<file path="config.mk">
export PLATFORM = sky130hd
export DESIGN_NAME = instr_decode
export DESIGN_NICKNAME = d
export VERILOG_FILES = /design/src/design/alu_pkg.sv /design/src/design/instr_decode.sv
export SDC_FILE = /design/constraint.sdc
export NUM_CORES = 1
export LEC_CHECK = 0
export ABC_AREA = 0
export BUFFER_PORTS_ARGS = -buffer_cell sky130_fd_sc_hd__buf_4
export CAP_MARGIN = 30
export CELL_PAD_IN_SITES_DETAIL_PLACEMENT = 1
export CELL_PAD_IN_SITES_GLOBAL_PLACEMENT = 1
export CORE_MARGIN = 5
export CORE_UTILIZATION = 30
export CTS_CLUSTER_DIAMETER = 30
export CTS_CLUSTER_SIZE = 25
export DETAILED_ROUTE_END_ITERATION = 7
export PLACE_DENSITY_LB_ADDON = 0.1
export SKIP_LAST_GASP = 1
export SLEW_MARGIN = 25
export SYNTH_ARGS = -nofsm -noshare
export SYNTH_HDL_FRONTEND = slang
export SYNTH_SLANG_ARGS = --single-unit
</file>
<file path="constraint.sdc">
create_clock -name clk -period 1.95 [get_ports clk]
set_clock_uncertainty 0.15 [all_clocks]
set_input_delay 0.39 -clock clk [delete_from_list [all_inputs] [get_ports clk]]
set_output_delay 0.39 -clock clk [all_outputs]
set_load 0.005 [all_outputs]
</file>
<file path="src/design/alu_pkg.sv">
package alu_pkg;

        localparam int xlen = 64;

        // numbering follows the original ALU select codes.
        typedef enum logic [4:0] {
                op_add, op_sub, op_mul,
                op_div, op_divu, op_rem, op_remu,
                op_and, op_or, op_xor,
                op_sgeu, op_sltu, op_seq, op_sne, op_sge, op_slt,
                op_sll, op_sra, op_srl,
                op_addw, op_subw, op_sllw, op_sraw, op_srlw,
                op_mulw, op_divw, op_divuw, op_remw, op_remuw
        } alu_op_t;

        localparam logic [6:0] opc_op        = 7'b0110011;
        localparam logic [6:0] opc_op_imm    = 7'b0010011;
        localparam logic [6:0] opc_op_32     = 7'b0111011;
        localparam logic [6:0] opc_op_imm_32 = 7'b0011011;
        localparam logic [6:0] opc_branch    = 7'b1100011;

        localparam logic [6:0] funct7_base   = 7'b0000000;
        localparam logic [6:0] funct7_alt    = 7'b0100000;   // sub and sra.
        localparam logic [6:0] funct7_muldiv = 7'b0000001;

        // same 32-bit word, register and immediate layouts.
        typedef union packed {
                struct packed {
                        logic [6:0] funct7;
                        logic [4:0] rs2;
                        logic [4:0] rs1;
                        logic [2:0] funct3;
                        logic [4:0] rd;
                        logic [6:0] opcode;
                } r;
                struct packed {
                        logic [11:0] imm;
                        logic [4:0]  rs1;
                        logic [2:0]  funct3;
                        logic [4:0]  rd;
                        logic [6:0]  opcode;
                } i;
        } instr_t;

endpackage

</file>
<file path="src/design/instr_decode.sv">
module instr_decode (
        input  logic                      clk,
        input  logic                      rst_n,
        input  logic                      instr_valid,
        input  alu_pkg::instr_t           instr,
        input  logic [alu_pkg::xlen-1:0]  rs1_data,
        input  logic [alu_pkg::xlen-1:0]  rs2_data,
        output logic                      dec_valid,
        output logic                      dec_branch,
        output logic                      dec_illegal,
        output logic [4:0]                dec_rd,
        output alu_pkg::alu_op_t          dec_op,
        output logic [alu_pkg::xlen-1:0]  dec_a,
        output logic [alu_pkg::xlen-1:0]  dec_b
);
        import alu_pkg::*;

        alu_op_t          op_c;
        logic [xlen-1:0]  b_c;
        logic             branch_c;
        logic             illegal_c;
        logic [xlen-1:0]  imm_sext;
        logic [xlen-1:0]  shamt6;
        logic [xlen-1:0]  shamt5;
        logic [5:0]       funct6;       // upper imm bits of the 64-bit shifts.

        assign imm_sext = {{(xlen-12){instr.i.imm[11]}}, instr.i.imm};
        assign shamt6   = {{(xlen-6){1'b0}}, instr.i.imm[5:0]};
        assign shamt5   = {{(xlen-5){1'b0}}, instr.i.imm[4:0]};
        assign funct6   = instr.i.imm[11:6];

        always_comb begin
                op_c      = op_add;
                b_c       = rs2_data;
                branch_c  = 1'b0;
                illegal_c = 1'b0;
                case (instr.r.opcode)
                        opc_op: begin
                                case ({instr.r.funct7, instr.r.funct3})
                                        {funct7_base, 3'd0}:   op_c = op_add;
                                        {funct7_base, 3'd1}:   op_c = op_sll;
                                        {funct7_base, 3'd2}:   op_c = op_slt;
                                        {funct7_base, 3'd3}:   op_c = op_sltu;
                                        {funct7_base, 3'd4}:   op_c = op_xor;
                                        {funct7_base, 3'd5}:   op_c = op_srl;
                                        {funct7_base, 3'd6}:   op_c = op_or;
                                        {funct7_base, 3'd7}:   op_c = op_and;
                                        {funct7_alt, 3'd0}:    op_c = op_sub;
                                        {funct7_alt, 3'd5}:    op_c = op_sra;
                                        {funct7_muldiv, 3'd0}: op_c = op_mul;
                                        {funct7_muldiv, 3'd4}: op_c = op_div;
                                        {funct7_muldiv, 3'd5}: op_c = op_divu;
                                        {funct7_muldiv, 3'd6}: op_c = op_rem;
                                        {funct7_muldiv, 3'd7}: op_c = op_remu;
                                        default:               illegal_c = 1'b1;   // mulh too.
                                endcase
                        end
                        opc_op_imm: begin
                                b_c = imm_sext;
                                case (instr.i.funct3)
                                        3'd0: op_c = op_add;
                                        3'd2: op_c = op_slt;
                                        3'd3: op_c = op_sltu;
                                        3'd4: op_c = op_xor;
                                        3'd6: op_c = op_or;
                                        3'd7: op_c = op_and;
                                        3'd1: begin
                                                op_c      = op_sll;
                                                b_c       = shamt6;
                                                illegal_c = funct6 != 6'd0;
                                        end
                                        default: begin
                                                // srai sets funct6[4].
                                                op_c      = funct6[4] ? op_sra : op_srl;
                                                b_c       = shamt6;
                                                illegal_c = (funct6 & 6'b101111) != 6'd0;
                                        end
                                endcase
                        end
                        opc_op_32: begin
                                case ({instr.r.funct7, instr.r.funct3})
                                        {funct7_base, 3'd0}:   op_c = op_addw;
                                        {funct7_base, 3'd1}:   op_c = op_sllw;
                                        {funct7_base, 3'd5}:   op_c = op_srlw;
                                        {funct7_alt, 3'd0}:    op_c = op_subw;
                                        {funct7_alt, 3'd5}:    op_c = op_sraw;
                                        {funct7_muldiv, 3'd0}: op_c = op_mulw;
                                        {funct7_muldiv, 3'd4}: op_c = op_divw;
                                        {funct7_muldiv, 3'd5}: op_c = op_divuw;
                                        {funct7_muldiv, 3'd6}: op_c = op_remw;
                                        {funct7_muldiv, 3'd7}: op_c = op_remuw;
                                        default:               illegal_c = 1'b1;
                                endcase
                        end
                        opc_op_imm_32: begin
                                b_c = imm_sext;
                                case (instr.i.funct3)
                                        3'd0: op_c = op_addw;
                                        3'd1: begin
                                                op_c      = op_sllw;
                                                b_c       = shamt5;
                                                illegal_c = instr.r.funct7 != funct7_base;
                                        end
                                        3'd5: begin
                                                op_c      = (instr.r.funct7 == funct7_alt) ?
                                                            op_sraw : op_srlw;
                                                b_c       = shamt5;
                                                illegal_c = !(instr.r.funct7 inside
                                                              {funct7_base, funct7_alt});
                                        end
                                        default: illegal_c = 1'b1;
                                endcase
                        end
                        opc_branch: begin
                                branch_c = 1'b1;
                                case (instr.r.funct3)
                                        3'd0: op_c = op_seq;
                                        3'd1: op_c = op_sne;
                                        3'd4: op_c = op_slt;
                                        3'd5: op_c = op_sge;
                                        3'd6: op_c = op_sltu;
                                        3'd7: op_c = op_sgeu;
                                        default: illegal_c = 1'b1;
                                endcase
                        end
                        default: illegal_c = 1'b1;
                endcase
        end

        always_ff @(posedge clk) begin
                if (!rst_n) begin
                        dec_valid   <= 1'b0;
                        dec_branch  <= 1'b0;
                        dec_illegal <= 1'b0;
                        dec_rd      <= '0;
                        dec_op      <= op_add;
                        dec_a       <= '0;
                        dec_b       <= '0;
                end else begin
                        dec_valid   <= instr_valid;
                        dec_branch  <= branch_c;
                        dec_illegal <= illegal_c;
                        dec_rd      <= instr.r.rd;     // imm bits for a branch.
                        dec_op      <= op_c;
                        dec_a       <= rs1_data;
                        dec_b       <= b_c;
                end
        end

endmodule

</file>
After elaboration in Yosys (flattened, before gate mapping)
Index checks and enable logic that the tools add are counted.
{"block": "totals", "register_bits": 141, "in_bits": 163, "out_inout_bits": 141, "word_cells": 65}
{"block": "op_classes", "n_eq_ne": 27, "n_mux": 18, "reduce_logical": 13}
{"cell": "64-bit 2-to-1 mux", "count": 2}
{"cell": "64-bit one-hot mux with 2 select lines", "count": 1}
{"cell": "5-bit one-hot mux with 14 select lines", "count": 1}
{"cell": "10-bit by 4-bit equality test with 1-bit output, second input constant", "count": 5}
{"cell": "5-bit one-hot mux with 10 select lines", "count": 1}
{"cell": "10-bit by 3-bit equality test with 1-bit output, second input constant", "count": 4}
{"cell": "5-bit one-hot mux with 7 select lines", "count": 1}
{"cell": "5-bit one-hot mux with 5 select lines", "count": 1}
{"cell": "4-bit one-hot mux with 6 select lines", "count": 1}
{"cell": "7-bit by 6-bit equality test with 1-bit output, second input constant", "count": 3}
{"cell": "10-bit by 2-bit equality test with 1-bit output, second input constant", "count": 2}
{"cell": "10-bit by 9-bit equality test with 1-bit output, second input constant", "count": 2}
{"cell": "5-bit one-hot mux with 3 select lines", "count": 1}
{"cell": "15-bit OR reduction", "count": 1}
{"cell": "7-bit by 5-bit equality test with 1-bit output, second input constant", "count": 2}
{"cell": "3-bit equality test, second input constant", "count": 4}
{"cell": "6-bit nonzero test", "count": 2}
{"cell": "6-bit OR reduction", "count": 2}
{"cell": "10-bit by 1-bit equality test with 1-bit output, second input constant", "count": 1}
{"cell": "10-bit zero test", "count": 1}
{"cell": "10-bit OR reduction", "count": 1}
{"cell": "7-bit equality test, second input constant", "count": 1}
{"cell": "7-bit zero test", "count": 1}
{"cell": "7-bit nonzero test", "count": 1}
{"cell": "11 further kinds", "count": 16}

Logic depth before layout (Yosys ltp)
{"block": "depth", "word_depth": 5, "ltp_mapped": 7, "depth_no_buf": 5}

Worst setup path before layout
OpenSTA, ideal clock, no wires.
{"block": "synth_path", "path_type": "input to register", "from": "input instr[25] (netlist bit)", "to": "register dec_op[2]", "setup_time_ns": 0.075, "arrival_time_ns": 1.432, "t_required_ns": 1.725, "path_slack_ns": 0.293, "path_stages": 6, "n_path_buf": 2, "path_cell_list": "buf_2 -> buf_2 -> nor3_1 -> a21oi_1 -> or4_1 -> a31oi_1"}
{"block": "synth_between", "elab_chain_len": 3, "word_cells_on_any_way": 18, "classes_between": "eq/ne: 14; mux: 3; reduce/logical: 1"}
{"element": "from (decl)", "line_no": "instr_decode.sv:5", "text": "input alu_pkg::instr_t instr,"}
{"element": "10-bit by 4-bit equality test with 1-bit output, or another cell as far along", "line_no": "instr_decode.sv:39, instr_decode.sv:81"}
{"element": "5-bit one-hot mux with 14 select lines / 5-bit one-hot mux with 10 select lines (equally long branches)", "line_no": "instr_decode.sv:39, instr_decode.sv:81"}
{"element": "5-bit one-hot mux with 5 select lines (*)", "line_no": "instr_decode.sv:37", "text": "case (instr.r.opcode)"}
{"element": "to (signal assigned)", "line_no": "instr_decode.sv:136", "text": "dec_op <= op_add;"}
{"element": "to (signal assigned)", "line_no": "instr_decode.sv:144", "text": "dec_op <= op_c;"}
{"element": "to (decl)", "line_no": "instr_decode.sv:12", "text": "output alu_pkg::alu_op_t dec_op,"}
Every way passes the cells marked *; elsewhere a longest branch is shown, timed or not.
A chain may end at the register's enable or synchronous reset.

Final worst setup path
Ends and elaborated chain as after synthesis.

==> impl_metrics.toml <==
[placement]
portBuffers = 298
place.gp.congestion = 0.928
dp_hpwl_um = 14400
dp_slack_ps = -63.3
dp_cells = 998

[clocking]
clock_sinks = 141
htreeDepth = 4
post_cts_resized = 0
cts-root-buf = "clkbuf_16"
path_clk_slew_ps = 60
clk_path_buf_depth = 2
cts-hold-fix-buffers = 0
cts_tree = "yes"
post_cts_buffers = 0
cts-buffers-inserted = 17

[power_and_ir_drop]
peakVddDrop_mv = 0.562
p_leak_nw = 3.91
power_density_mw_per_mm2 = 904

[detailed_routing]
drtIter0Drc = 156
vias = 4704
route.detailed.drc = 0
first_pass_iters = 5
detail_route.wl_per_cell_um = 17.8
totalWireLength_um = 18400
ant_nets = 0
vias_per_cell = 4.57

[sta]
clock.fmax_mhz = 620
holdWs_ps = 29.4
hold_viol = 0
period_share_pct = 82.7
slew_viol_final = 0
rsz0062_at_grt = "no"
fin_crit_ps = 1610
setup_viol = 0
finalWorstSetupSlack_ps = 337
slew_headroom_pct = 64.9
tightest_slew_ps = 513

[final_layout]
antennaDiodeCount = 0
drive_gt1_share_pct = 43.9
synthToLayoutAreaGrowth_pct = 64.3
fin_util_pct = 50.6
fillers = 1866
nets = 964
register_area_mm2 = 0.00282
stdcell_count = 1030
multi_input_area_mm2 = 0.00193

[synthesis]
ys_top_cells_by_count = "141 x dfxtp_1, 81 x nand2_1, 71 x and2_1, 62 x a21boi_1, 24 x clkbuf_1"
synth_fp_nets = 664
synth.largest_area_cell = "dfxtp_1"
synthCells = 501
synth_ff_type = "dfxtp_1"
synth_area_per_cell_um2 = 9.83
synth_edf_count = 0
netlist_area_mm2 = 0.00492
yosysMostFrequentCell = "dfxtp_1"
synth_cell_types = 50
yosys_warnings = 0
yosys-top-cells-area = "dfxtp_1 57%, a21boi_1 9.5%, and2_1 9.0%"
ys_ff_latch = 141
ys_seq_area_share_pct = 57.3
synth-async-reset-ratio_pct = 0
synth_top_area_share_pct = 57.3

[floorplan]
die-width_um = 138
rows = 46
num_io_pins = 304
die_h_um = 138
start_util_pct = 30.8
dieArea_mm2 = 0.0191
coreArea_mm2 = 0.0160

[global_routing]
gr-usage-all-layers_pct = 18.6
antenna_found_initial = 0
grt_overflow = 0
grt_max_degree = 56
use_met1_pct = 18.6
grt.met3_usage_pct = 7.62
grt_util_met2_pct = 35.2
busiest_layer = "met2"
first_global_vias = 4943
grt_pass1_wl_um = 28100

[worst_setup_path]
cp_max_fo = 3
path_class = "in2reg"
end_kind = "flop"
required_ps = 2130
worstPathArrival_ps = 1800
startpoint_type = "input port"

[worst_hold_path]
hp-class = "in2reg"
hold_depth = 2
holdCritStartpoint = "rs1_data[30]"
hold-path-endpoint = "dec_a[30]"

[flow_run]
maxCapViolations = 0

[run_status]
outcome = "complete, no violations"
-- logic make-up (layout without fill, tap and decap cells) --
logic type | count (synthesis) | after routing | synth area share, %
flops | 141 | 141 | 57.3
mux | 1 | 1 | 0.203
compound gates | 103 | 103 | 15.2
buf+inv | 41 | 354 | 3.56
xor+xnor | 2 | 2 | 0.356
simple gates | 213 | 213 | 23.4
-- through the flow --
step | TNS [ps] | power [mW] | cell area (um2)
CTS | 0 | 7.42 | 8090
global placement | -4.06 | 3.97 | 7470
floorplan | 0 | 3.41 | 4920
detailed placement | -123 | 4.00 | 7470
finish | 0 | 7.32 | 8090
global route | 0 | 7.61 | 8090
-- flip-flops by register name (all words and copies together), names as in the netlist --
| name | flops |
|---|---|
| dec_a | 64 |
| dec_b | 64 |
| dec_op | 5 |
| dec_rd | 5 |
| dec_branch | 1 |
| dec_illegal | 1 |
| dec_valid | 1 |
-- worst max-delay path by stage --
stage          startpoint         to  slack (ps)  cells after the start
2_1_floorplan   instr[25]  dec_op[2]         290                      6
3_3_place_gp    instr[27]  dec_op[2]          -4                      5
3_5_place_dp    instr[27]  dec_op[1]         -60                      5
4_1_cts         instr[27]  dec_op[1]         360                      5
5_1_grt         instr[25]  dec_op[2]         240                      6
6_report        instr[25]  dec_op[2]         340                      6
-- layer usage --
layer | share of wire, % | wire length, um
met1 | 36 | 6680
met2 | 54 | 9890
met3 | 8.3 | 1520
met4 | 1.6 | 294
met5 | 0 | 0
-- area by class of cell --
| type | count | area share, % |
|---|---|---|
| Clock buffer | 19 | 5.35 |
| Clock inverter | 13 | 2.32 |
| Inverter | 2 | 0.0928 |
| Multi-Input combinational cell | 319 | 23.8 |
| Sequential cell | 141 | 34.9 |
| Tap cell | 216 | 3.34 |
| Timing Repair Buffer | 320 | 30.2 |
-- critical path: stages --
cell and delay, ps:
buf_4 110, a2111oi_0 520, a31o_1 200, o211ai_1 150, or2_1 280, a31oi_1 140
-- power breakdown --
group          total, mW  switching, mW  leakage (nW)  internal (mW)
combinational      0.847          0.326          2.44          0.521
clock               3.39           1.25         0.294           2.15
sequential          3.08         0.0414          1.17           3.03
total               7.32           1.61          3.91           5.70
-- cell usage in the layout (no fill, tap or decap), types with 5 or more instances in the layout --
master,netlist,routed
a21boi_1,62,62
a21oi_1,6,6
and2_1,71,71
buf_4,1,317
clkbuf_16,0,17
dfxtp_1,141,141
nand2_1,81,80
nand2b_1,7,7
nand3_1,9,9
nor2_1,12,12
nor2b_1,5,5
o21ai_0,5,5
(Power assumes the default switching activity.)
