`config.mk`:
```
export PLATFORM = sky130hd
export DESIGN_NAME = result_stage
export DESIGN_NICKNAME = d
export VERILOG_FILES = /design/src/design/alu_pkg.sv /design/src/design/result_stage.sv
export SDC_FILE = /design/constraint.sdc
export NUM_CORES = 1
export LEC_CHECK = 0
export ABC_AREA = 1
export BUFFER_PORTS_ARGS = -buffer_cell sky130_fd_sc_hd__buf_4
export CORE_MARGIN = 2
export CORE_UTILIZATION = 43
export DETAILED_ROUTE_END_ITERATION = 6
export PLACE_DENSITY = 0.83
export SLEW_MARGIN = 20
export SYNTH_ARGS = -nofsm -noshare
export SYNTH_HDL_FRONTEND = slang
export SYNTH_SLANG_ARGS = --single-unit
```
`constraint.sdc`:
```
create_clock -name clk -period 2 [get_ports clk]
set_clock_uncertainty 0.15 [all_clocks]
set_input_delay 0.1 -clock clk [delete_from_list [all_inputs] [get_ports clk]]
set_output_delay 0.1 -clock clk [all_outputs]
set_load 0.05 [all_outputs]
```
`src/design/alu_pkg.sv`:
```
package alu_pkg;

        localparam int xlen = 64;

        // numbering follows the original ALU select codes.
        typedef enum logic [4:0] {
                op_add, op_sub, op_mul,
                op_div, op_divu, op_rem, op_remu,
                op_and, op_or, op_xor,
                op_sgeu, op_sltu, op_seq, op_sne, op_sge, op_slt,
                op_sll, op_sra, op_srl,
                op_addw, op_subw, op_sllw, op_sraw, op_srlw,
                op_mulw, op_divw, op_divuw, op_remw, op_remuw
        } alu_op_t;

        localparam logic [6:0] opc_op        = 7'b0110011;
        localparam logic [6:0] opc_op_imm    = 7'b0010011;
        localparam logic [6:0] opc_op_32     = 7'b0111011;
        localparam logic [6:0] opc_op_imm_32 = 7'b0011011;
        localparam logic [6:0] opc_branch    = 7'b1100011;

        localparam logic [6:0] funct7_base   = 7'b0000000;
        localparam logic [6:0] funct7_alt    = 7'b0100000;   // sub and sra.
        localparam logic [6:0] funct7_muldiv = 7'b0000001;

        // same 32-bit word, register and immediate layouts.
        typedef union packed {
                struct packed {
                        logic [6:0] funct7;
                        logic [4:0] rs2;
                        logic [4:0] rs1;
                        logic [2:0] funct3;
                        logic [4:0] rd;
                        logic [6:0] opcode;
                } r;
                struct packed {
                        logic [11:0] imm;
                        logic [4:0]  rs1;
                        logic [2:0]  funct3;
                        logic [4:0]  rd;
                        logic [6:0]  opcode;
                } i;
        } instr_t;

endpackage

```
`src/design/result_stage.sv`:
```
module result_stage (
        input  logic                      clk,
        input  logic                      rst_n,
        input  logic                      dec_valid,
        input  logic                      dec_branch,
        input  logic                      dec_illegal,
        input  logic [4:0]                dec_rd,
        input  logic [alu_pkg::xlen-1:0]  alu_res,
        output logic                      wb_valid,
        output logic [4:0]                wb_rd,
        output logic [alu_pkg::xlen-1:0]  wb_data,
        output logic                      br_valid,
        output logic                      br_taken,
        output logic                      illegal_instr
);
        logic is_illegal;
        logic is_branch;
        logic is_write;

        assign is_illegal = dec_valid && dec_illegal;
        assign is_branch  = dec_valid && !dec_illegal && dec_branch;
        // writes to x0 are dropped.
        assign is_write   = dec_valid && !dec_illegal && !dec_branch && (dec_rd != 5'd0);

        always_ff @(posedge clk) begin
                if (!rst_n) begin
                        wb_valid      <= 1'b0;
                        wb_rd         <= '0;
                        wb_data       <= '0;
                        br_valid      <= 1'b0;
                        br_taken      <= 1'b0;
                        illegal_instr <= 1'b0;
                end else begin
                        wb_valid      <= is_write;
                        wb_rd         <= dec_rd;
                        wb_data       <= alu_res;
                        br_valid      <= is_branch;
                        br_taken      <= is_branch && alu_res[0];   // compare result.
                        illegal_instr <= is_illegal;
                end
        end

endmodule

```
# After elaboration in Yosys (flattened, before gate mapping)
# Cells that the tools add are included.
word_totals:
  regBits: 73
  elab_cells: 15
  inputBits: 74
op_classes:
  n_reduce_logical: 9
ops:
  columns: ["operator", "count"]
  rows:
  - ["$logic_and 1x1->1", 6]
  - ["$reduce_bool 5->1", 1]
  - ["$logic_not 1->1", 2]

# Logic depth before layout (Yosys ltp)
# Gate-level depths: netlist (run 1).
depth:
  depth_word: 4
  depth_mapped: 5

# Least setup slack after synthesis (run 1)
# Ideal clock, no wire load.
synth_timing:
  path_type: "reg-to-output"
  from: "reg br_taken"
  to: "out br_taken"
  t_arrival_ps: 587
  required_ps: 1750
  n_path_buf: 0
  setup_slack_ps: 1163
  stages_incl_launch_ff: 1
  cell_sequence: "dfxtp_1"
synth_lines:
  columns: ["element", "line_no", "source"]
  rows:
  - ["start, declared", "result_stage.sv:13", "output logic br_taken,"]
  - ["start signal, assigned", "result_stage.sv:38", "br_taken <= is_branch && alu_res[0];"]
# No word-level cell between the ends.

# Worst setup path in the final report (run 1)
layout_timing:
  from: "in dec_illegal"
  to: "reg br_taken"
layout_via:
  elab_chain_len: 4
layout_lines:
  columns: ["element", "line_no", "source"]
  rows:
  - ["start, declared", "result_stage.sv:6", "input logic dec_illegal,"]
  - ["$logic_not 1->1", "result_stage.sv:21", "assign is_branch = dec_valid && !dec_illegal && dec_branch;"]
  - ["$logic_and 1x1->1 (2 in series)", "result_stage.sv:21", null]
  - ["$logic_and 1x1->1", "result_stage.sv:38", null]
# No other way between the ends.
# A chain may end at the register's enable or synchronous reset.

==> results of run 1 <==
metal layers:
layer  track usage [%]  vias to the layer above  part of all wire (%)
met1             23.61                      996                    35
li1                  -                     1082                     -
met4             13.49                        0                   2.3
met2             50.15                      112                    55
met5                 0                        -                     0
met3             7.724                       15                   8.3
cell type report:
type	count	area share, %
tap	67	2.001
sequential	73	34.89
clock inverter	2	0.8363
multi-input combinational	80	7.318
inverter	74	6.631
clock buffer	14	4.122
timing repair buffer	222	44.21
stage by stage:
step	worst slack (ns)	utilization (%)	cell area [um^2]
2_1_floorplan	1.163	-	2132
3_3_place_gp	0.8623	68.16	3241
3_5_place_dp	0.8427	68.16	3241
4_1_cts	0.5052	88.11	4189
5_1_grt	0.3965	88.11	4189
6_report	0.4956	88.11	4189
placed cells by master, fill, tap and decap left out:
cell type	instances
and3_1	1
nor2_1	4
inv_1	74
nor3_1	1
dfxtp_1	73
nand3_1	2
nand2_1	72
dlygate4sd3_1	74
bufinv_16	1
clkbuf_8	12
clkinv_2	1
clkbuf_1	2
buf_4	148
critical path: cells and delay by family:
kind | cells | cell delay, ns
buf+inv | 4 | 1.32
simple gates | 2 | 0.20
worst min-delay path by stage:
stage | from | end | slack [ns] | cells past startpoint
global placement | alu_res[57] | wb_data[57] | 0.13 | 3
detailed placement | alu_res[57] | wb_data[57] | 0.13 | 3
floorplan | alu_res[0] | wb_data[0] | 0.04 | 2
CTS | rst_n | wb_data[38] | 0.02 | 3
finish | rst_n | wb_data[46] | 0.03 | 3
global route | rst_n | wb_data[42] | 0.05 | 3
registers in the layout (all words and copies together) (netlist names):
signal,cells
illegal_instr,1
wb_valid,1
br_taken,1
wb_data,64
br_valid,1
wb_rd,5
power groups by stage:
stage	clock network, W	logic (W)	registers (W)
after floorplan	0	0.0000840	0.00185
after global placement	0	0.000582	0.00158
after CTS	0.00119	0.000708	0.00155
final	0.00117	0.000723	0.00155
after detailed placement	0	0.000592	0.00158
after global routing	0.00124	0.000759	0.00156
kinds of logic after synthesis:
group / share of synthesized area [%]
simple gates: 14.38
buf+inv: 17.08
flops: 68.54
==> flow_summary_export.csv, run 1 <==
group,metric,value,unit
outcome,status,"completed",
sta,slew_violations,0,
placed_design,dp_cells,442,
pwr,p_per_area,823.8,nW/um^2
worst_setup_path,worstSetupStartpointType,"primary input",
worst_setup_path,path_cells,"dlygate4sd3_1 > buf_4 > inv_1 > nand3_1 > dlygate4sd3_1 > nor3_1",
floorplanning,core.rowCount,25,
pwr,ir_drop,0.6562,mV
grt,gr-usage-all-layers,25.76,%
detailed_routing,drtIter0Drc,78,
worst_setup_path,max_stage_delay,0.58,ns
grt,grt_pass1_vias,2317,
synth,ys_warn_count,0,
sta,tightestPinTransition,0.4159,ns
floorplanning,initial_core_util,44.84,%
sta,grt_setup_unrepaired,"no",
cts,htree_levels,3,
sta,hold_viol_final,0,
grt,grt_antenna_before_repair,0,
placed_design,dp.final_hpwl,3849,um
detailed_routing,firstDrtPassIters,4,
grt,grt_pass1_wl,10370,um
sta,min_period,1.504,ns
floorplanning,die_h,74.42,um
synth,yosysTopAreaCell,"dfxtp_1",
floorplanning,die_x,74.42,um
pwr,p_switching,0.0009379,W
floorplanning,ios,147,
synth,syn_area_per_cell,9.073,um^2
worst_setup_path,worstPathArrival,1.61,ns
synth,syn_area,2132,um^2
layout,fillers,221,
cts,cts_setup_buffers,0,
layout,final_net_count,534,
cts,cts.path.max_buffers,2,
worst_setup_path,cp_max_fo,2,
pwr,p_leak,2.502,nW
worst_setup_path,critical_path.endpoint_type,"flip-flop",
worst_setup_path,required,2.10,ns
cts,cts-resized-gates,0,
layout,seq_area,1461,um^2
cts,cts.root.buffer_cell,"clkbuf_8",
placed_design,routabilityCongestion,0.8118,
cts,cts_made_buffers,9,
layout,multi_input_area,306.5,um^2
detailed_routing,routedWlPerCell,13.19,um
synth,synth_cells,235,
sta,finalSetupViolCount,0,
hold_path,hold_class,"primary input to flip-flop",
worst_setup_path,cp_slowest_cell,"dlygate4sd3_1",
pwr,pwr-share-seq,45.0,%
sta,finalCritPeriodShare,75.22,%
worst_setup_path,critPathMostFrequentCell,"dlygate4sd3_1",
floorplanning,coreArea,4755,um^2
pwr,pwr-share-clk,34.0,%
synth,yosysMostFrequentCell,"inv_1",
floorplanning,dieArea,5538,um^2
layout,final_cells,532,
worst_setup_path,critPathKind,"primary input to flip-flop",
worst_setup_path,crit_path_end,"br_taken",
detailed_routing,ant_nets,0,
pwr,power_frac_comb,21.0,%
cts,cts_hold_buf,74,
cts,clock_sinks,73,
grt,grt_overflow,0,
detailed_routing,viasPerCell,4.145,
detailed_routing,drc_errors,0,
pwr,p_int,0.002513,W
detailed_routing,wl,7017,um
grt,grt_max_degree,45,
detailed_routing,route.vias.total,2205,
synth,yosys.area.top_type_share,68.54,%
synth,synth_area_leaders,"dfxtp_1 69%, inv_1 13%, nand2_1 13%",
layout,drive_gt1_share,34.84,%
layout,synthToLayoutAreaGrowth,96.48,%
synth,ys_types,10,
cts,clk_pin_slew,0.07,ns
synth,synth_seq_cells,73,
synth,ys.flop_type,"dfxtp_1",
worst_setup_path,critPathLaunch,"dec_illegal",
job,cap_viol_max_count,0,
pwr,swShare,27.18,%
synth,syn-num-nets,309,
synth,ys_async_sr_fraction,0,%
sta,hold_slack,0.03447,ns
synth,seq_area_frac_synth,68.54,%
placed_design,port_buffers,146,
cts,tritoncts,"built",
pwr,power.total,0.003451,W
sta,final.setup.tns,0,ns
layout,diodes,0,
sta,relSlewSlack,72.28,%
sta,fmax,664.7,MHz
synth,synth_edf_count,0,
synth,synth_common_cells,"74 x inv_1, 73 x dfxtp_1, 72 x nand2_1, 5 x buf_6, 4 x nor2_1",
(Power assumes the default switching activity.)
==> run 2: changes to the inputs <==
--- a/config.mk
+++ b/config.mk
@@ -5,12 +5,12 @@
 export SDC_FILE = /design/constraint.sdc
 export NUM_CORES = 1
 export LEC_CHECK = 0
-export ABC_AREA = 1
+export ABC_AREA = 0
 export BUFFER_PORTS_ARGS = -buffer_cell sky130_fd_sc_hd__buf_4
 export CORE_MARGIN = 2
-export CORE_UTILIZATION = 43
+export CORE_UTILIZATION = 35
 export DETAILED_ROUTE_END_ITERATION = 6
-export PLACE_DENSITY = 0.83
+export PLACE_DENSITY = 0.74
 export SLEW_MARGIN = 20
 export SYNTH_ARGS = -nofsm -noshare
 export SYNTH_HDL_FRONTEND = slang
==> constraint.sdc (replaced) <==
create_clock -name clk -period 1.26 [get_ports clk]
set_clock_uncertainty 0.15 [all_clocks]
set_input_delay 0.063 -clock clk [delete_from_list [all_inputs] [get_ports clk]]
set_output_delay 0.063 -clock clk [all_outputs]
set_load 0.05 [all_outputs]
==> flow_summary_export.csv, run 2 <==
group,metric,value,unit
sta,hold_viol_final,0,
layout,diodes,0,
layout,final_net_count,454,
synth,ys_types,10,
placed_design,routabilityCongestion,0.6414,
floorplanning,initial_core_util,36.08,%
cts,cts.root.buffer_cell,"clkbuf_8",
hold_path,hold_class,"primary input to flip-flop",
synth,ys_warn_count,0,
floorplanning,core.rowCount,27,
detailed_routing,ant_nets,0,
synth,synth_common_cells,"73 x dfxtp_1, 70 x and2_1, 6 x buf_2",
detailed_routing,drtIter0Drc,50,
cts,clock_sinks,73,
layout,drive_gt1_share,42.34,%
sta,fmax,886.9,MHz
layout,max_flop_register,"wb_data",
synth,synth_area_leaders,"dfxtp_1 74%, and2_1 22%, buf_2 1.5%",
detailed_routing,route.vias.total,1847,
sta,slew_violations,0,
grt,grt_overflow,0,
cts,cts-resized-gates,0,
pwr,p_leak,1.943,nW
grt,grt_pass1_wl,8769,um
detailed_routing,firstDrtPassIters,4,
cts,cts_setup_buffers,0,
synth,syn_area_per_cell,12.66,um^2
grt,grt_antenna_before_repair,0,
layout,largest_register_ffs,64,
sta,finalSetupViolCount,0,
worst_setup_path,cp_max_fo,27,
sta,tightestPinTransition,0.2156,ns
worst_setup_path,critical_path.endpoint_type,"flip-flop",
cts,cts.path.max_buffers,2,
worst_setup_path,required,1.33,ns
floorplanning,ios,147,
sta,final.setup.tns,0,ns
cts,clk_pin_slew,0.07,ns
layout,reg_top3,"wb_data (64), wb_rd (5)",
synth,syn_area,1974,um^2
layout,final_core_util,74.14,%
cts,cts_made_buffers,9,
detailed_routing,drc_errors,0,
detailed_routing,wl,5674,um
floorplanning,die_h,79.11,um
sta,finalCritPeriodShare,89.48,%
synth,synth_cells,156,
placed_design,port_buffers,146,
sta,relSlewSlack,85.63,%
worst_setup_path,critPathKind,"primary input to flip-flop",
worst_setup_path,worstPathArrival,1.20,ns
synth,yosys.area.top_type_share,74.02,%
synth,ys_async_sr_fraction,0,%
synth,yosysTopAreaCell,"dfxtp_1",
layout,synthToLayoutAreaGrowth,105.5,%
layout,layout_common_cells,"146 x buf_4, 73 x dfxtp_1, 73 x dlygate4sd3_1",
detailed_routing,routedWlPerCell,12.42,um
sta,min_period,1.128,ns
grt,gr-usage-all-layers,18.64,%
floorplanning,coreArea,5473,um^2
grt,grt_pass1_vias,1893,
job,cap_viol_max_count,0,
synth,synth_edf_count,0,
sta,grt_setup_unrepaired,"no",
detailed_routing,viasPerCell,4.042,
synth,synth_seq_cells,73,
synth,ys.flop_type,"dfxtp_1",
pwr,ir_drop,0.7649,mV
synth,yosysMostFrequentCell,"dfxtp_1",
worst_setup_path,worstSetupStartpointType,"primary input",
pwr,p_per_area,1277,nW/um^2
grt,grt_max_degree,47,
cts,htree_levels,3,
layout,layout_commonest_cell,"buf_4",
floorplanning,die_x,79.11,um
synth,seq_area_frac_synth,74.02,%
cts,tritoncts,"built",
synth,syn-num-nets,230,
outcome,status,"completed",
floorplanning,dieArea,6258,um^2
run 2: worst paths after layout:
kind | slack (ns) | from | depth (start not counted) | end
setup / recovery | 0.13 | rst_n | 4 | br_taken
hold / removal | 0.29 | dec_branch | 3 | wb_valid
run 2: final cells by class:
type,instances,area (um^2)
timing repair buffer,220,1847
clock buffer,11,151.4
fill,387,1415
multi-input combinational,76,478.0
tap,72,90.09
clock inverter,5,30.03
sequential,73,1461
run 2: cell families after synthesis:
group / count (synthesis) / synth area share (%)
buf+inv: 7 / 1.774
compound gates: 1 / 0.3804
simple gates: 75 / 23.83
flops: 73 / 74.02
run 2: metal layers:
metal	vias to the layer above	track usage, %	wire length, um
met3	20	5.568	489
met4	0	10.34	192
met1	812	19.25	2093
met5	-	0	0
li1	919	-	-
met2	96	33.47	2898
run 2: stage by stage:
stage / std cells / area, um^2 / setup WS, ns / total power, W / hold WS, ns
finish: 457 / 4058 / 0.1325 / 0.005181 / 0.2858
global route: 457 / 4058 / 0.09467 / 0.005422 / 0.2973
CTS: 457 / 4058 / 0.1596 / 0.005241 / 0.2944
detailed placement: 368 / 3146 / 0.3547 / 0.003422 / 0.09078
global placement: 368 / 3146 / 0.3635 / 0.003412 / 0.08711
floorplan: 156 / 1974 / 0.4597 / 0.003037 / -0.01424
run 2: repair_timing:
action,CTS,global route
hold buffers,73,0
setup endpoints to repair,0,0
endpoints found under the hold margin,73,0
run 2: critical path, stage by stage:
cell and delay (ns):
dlygate4sd3_1 0.54, buf_4 0.21, and4b_1 0.23, and2_1 0.15
run 2: report_power, final:
group | internal (W) | total [W] | switching [W]
Clock | 0.000811 | 0.00162 | 0.000812
Combinational | 0.000501 | 0.00110 | 0.000597
Sequential | 0.00243 | 0.00246 | 0.0000330
Total | 0.00374 | 0.00518 | 0.00144
==> run 3: changes to the inputs <==
--- a/config.mk
+++ b/config.mk
@@ -11,6 +11,7 @@
 export CORE_UTILIZATION = 35
 export DETAILED_ROUTE_END_ITERATION = 6
 export PLACE_DENSITY = 0.74
+export RECOVER_POWER = 50
 export SLEW_MARGIN = 20
 export SYNTH_ARGS = -nofsm -noshare
 export SYNTH_HDL_FRONTEND = slang
==> flow_summary_export.csv, run 3 (same netlist as run 2, synthesis figures left out) <==
group,metric,value,unit
outcome,status,"completed",
worst_setup_path,critPathBufInv,1,
pwr,p_int,0.003690,W
cts,cts_setup_buffers,0,
pwr,p_per_area,1303,nW/um^2
sta,grt_setup_unrepaired,"no",
layout,reg_top3,"wb_data (64), wb_rd (5)",
detailed_routing,firstDrtPassIters,4,
placed_design,dp_cells,368,
floorplanning,dieArea,6258,um^2
worst_setup_path,cp_top_family,"flip-flops",
pwr,power.total,0.005131,W
sta,relSlewSlack,79.74,%
cts,cts.path.max_buffers,2,
worst_setup_path,critical_path.endpoint_type,"output pin",
floorplanning,core.rowCount,27,
grt,grt_max_degree,47,
pwr,p_leak,1.903,nW
layout,layout_common_cells,"98 x buf_4, 73 x dfxtp_1, 73 x dlygate4sd3_1",
floorplanning,ios,147,
hold_path,hold_class,"primary input to flip-flop",
grt,grt_pass1_wl,8769,um
job,cap_viol_max_count,0,
layout,final_net_count,454,
sta,fmax,876.5,MHz
layout,diodes,0,
layout,final_core_util,71.95,%
worst_setup_path,cp_slowest_cell,"dfxtp_1",
layout,final_cells,457,
detailed_routing,route.vias.total,1849,
placed_design,port_buffers,146,
layout,synthToLayoutAreaGrowth,99.43,%
detailed_routing,viasPerCell,4.046,
pwr,power_frac_comb,20.4,%
detailed_routing,ant_nets,0,
floorplanning,die_x,79.11,um
sta,final.setup.tns,0,ns
sta,finalSetupViolCount,0,
floorplanning,coreArea,5473,um^2
worst_setup_path,cp_max_fo,1,
detailed_routing,drc_errors,0,
sta,hold_viol_final,0,
sta,slew_violations,0,
layout,layout_commonest_cell,"buf_4",
placed_design,routabilityCongestion,0.6414,
grt,grt_pass1_vias,1893,
cts,cts.root.buffer_cell,"clkbuf_8",
detailed_routing,drtIter0Drc,59,
pwr,pwr-share-clk,31.6,%
grt,grt_overflow,0,
grt,grt_antenna_before_repair,0,
pwr,swShare,28.08,%
sta,min_period,1.141,ns
grt,gr-usage-all-layers,18.64,%
cts,tritoncts,"built",
cts,htree_levels,3,
worst_setup_path,critPathKind,"flip-flop to output pin",
pwr,pwr-share-seq,47.9,%
sta,tightestPinTransition,0.3052,ns
worst_setup_path,path_cells,"clkbuf_2",
cts,cts_made_buffers,9,
detailed_routing,wl,5691,um
worst_setup_path,required,1.05,ns
cts,clock_sinks,73,
worst_setup_path,worstPathArrival,0.93,ns
layout,largest_register_ffs,64,
worst_setup_path,max_stage_delay,0.32,ns
layout,max_flop_register,"wb_data",
sta,finalCritPeriodShare,90.54,%
pwr,ir_drop,0.7604,mV
cts,clk_pin_slew,0.07,ns
floorplanning,initial_core_util,36.08,%
layout,drive_gt1_share,42.34,%
floorplanning,die_h,79.11,um
detailed_routing,routedWlPerCell,12.45,um
pwr,p_switching,0.001441,W
worst_setup_path,worstSetupStartpointType,"flip-flop",
==> run 3: cell types whose count changed in the layout (fill, tap and decap cells not counted), sizes merged <==
cell	delta
buf	-48
clkbuf	+48
==> run 3: final cells by class <==
class                           count  area, um^2
Fill cell                         419        1535
Clock inverter                      5       30.03
Tap cell                           72       90.09
Sequential cell                    73        1461
Clock buffer                       11       151.4
Multi-Input combinational cell     76       478.0
Timing Repair Buffer              220        1727
==> run 3: stage by stage <==
step / worst slack (ns) / instance area (um^2) / hold slack (ns)
after floorplan: 0.4597 / 1974 / -0.01424
after global placement: 0.3635 / 3146 / 0.08711
after detailed placement: 0.3547 / 3146 / 0.09078
after CTS: 0.1596 / 4058 / 0.2944
after global routing: 0.07011 / 3938 / 0.2973
final: 0.1191 / 3938 / 0.2859
==> run 3: path summary, 6_finish.rpt <==
path       start       end  depth (start not counted)
max     wb_valid  wb_valid                          1
min   dec_branch  wb_valid                          3
==> run 3: power by group through the flow <==
stage	clock, W	sequential, W	combinational (W)
2_1_floorplan	0	0.00294	0.0000959
3_3_place_gp	0	0.00251	0.000904
5_1_grt	0.00180	0.00247	0.00110
6_report	0.00162	0.00246	0.00105
3_5_place_dp	0	0.00251	0.000911
4_1_cts	0.00169	0.00246	0.00109
==> run 3: what timing repair did <==
item                      4_1_cts  5_1_grt
hold buffers                   73        0
hold endpoints to repair       73        0
gates resized for setup         0        0
==> run 3: routing by layer <==
metal / global-route usage, % / share of wire, % / vias up
met5: 0 / 0 / -
met3: 5.568 / 8.9 / 20
met4: 10.34 / 3.3 / 0
met1: 19.25 / 37 / 809
met2: 33.47 / 50 / 100
li1: - / - / 920
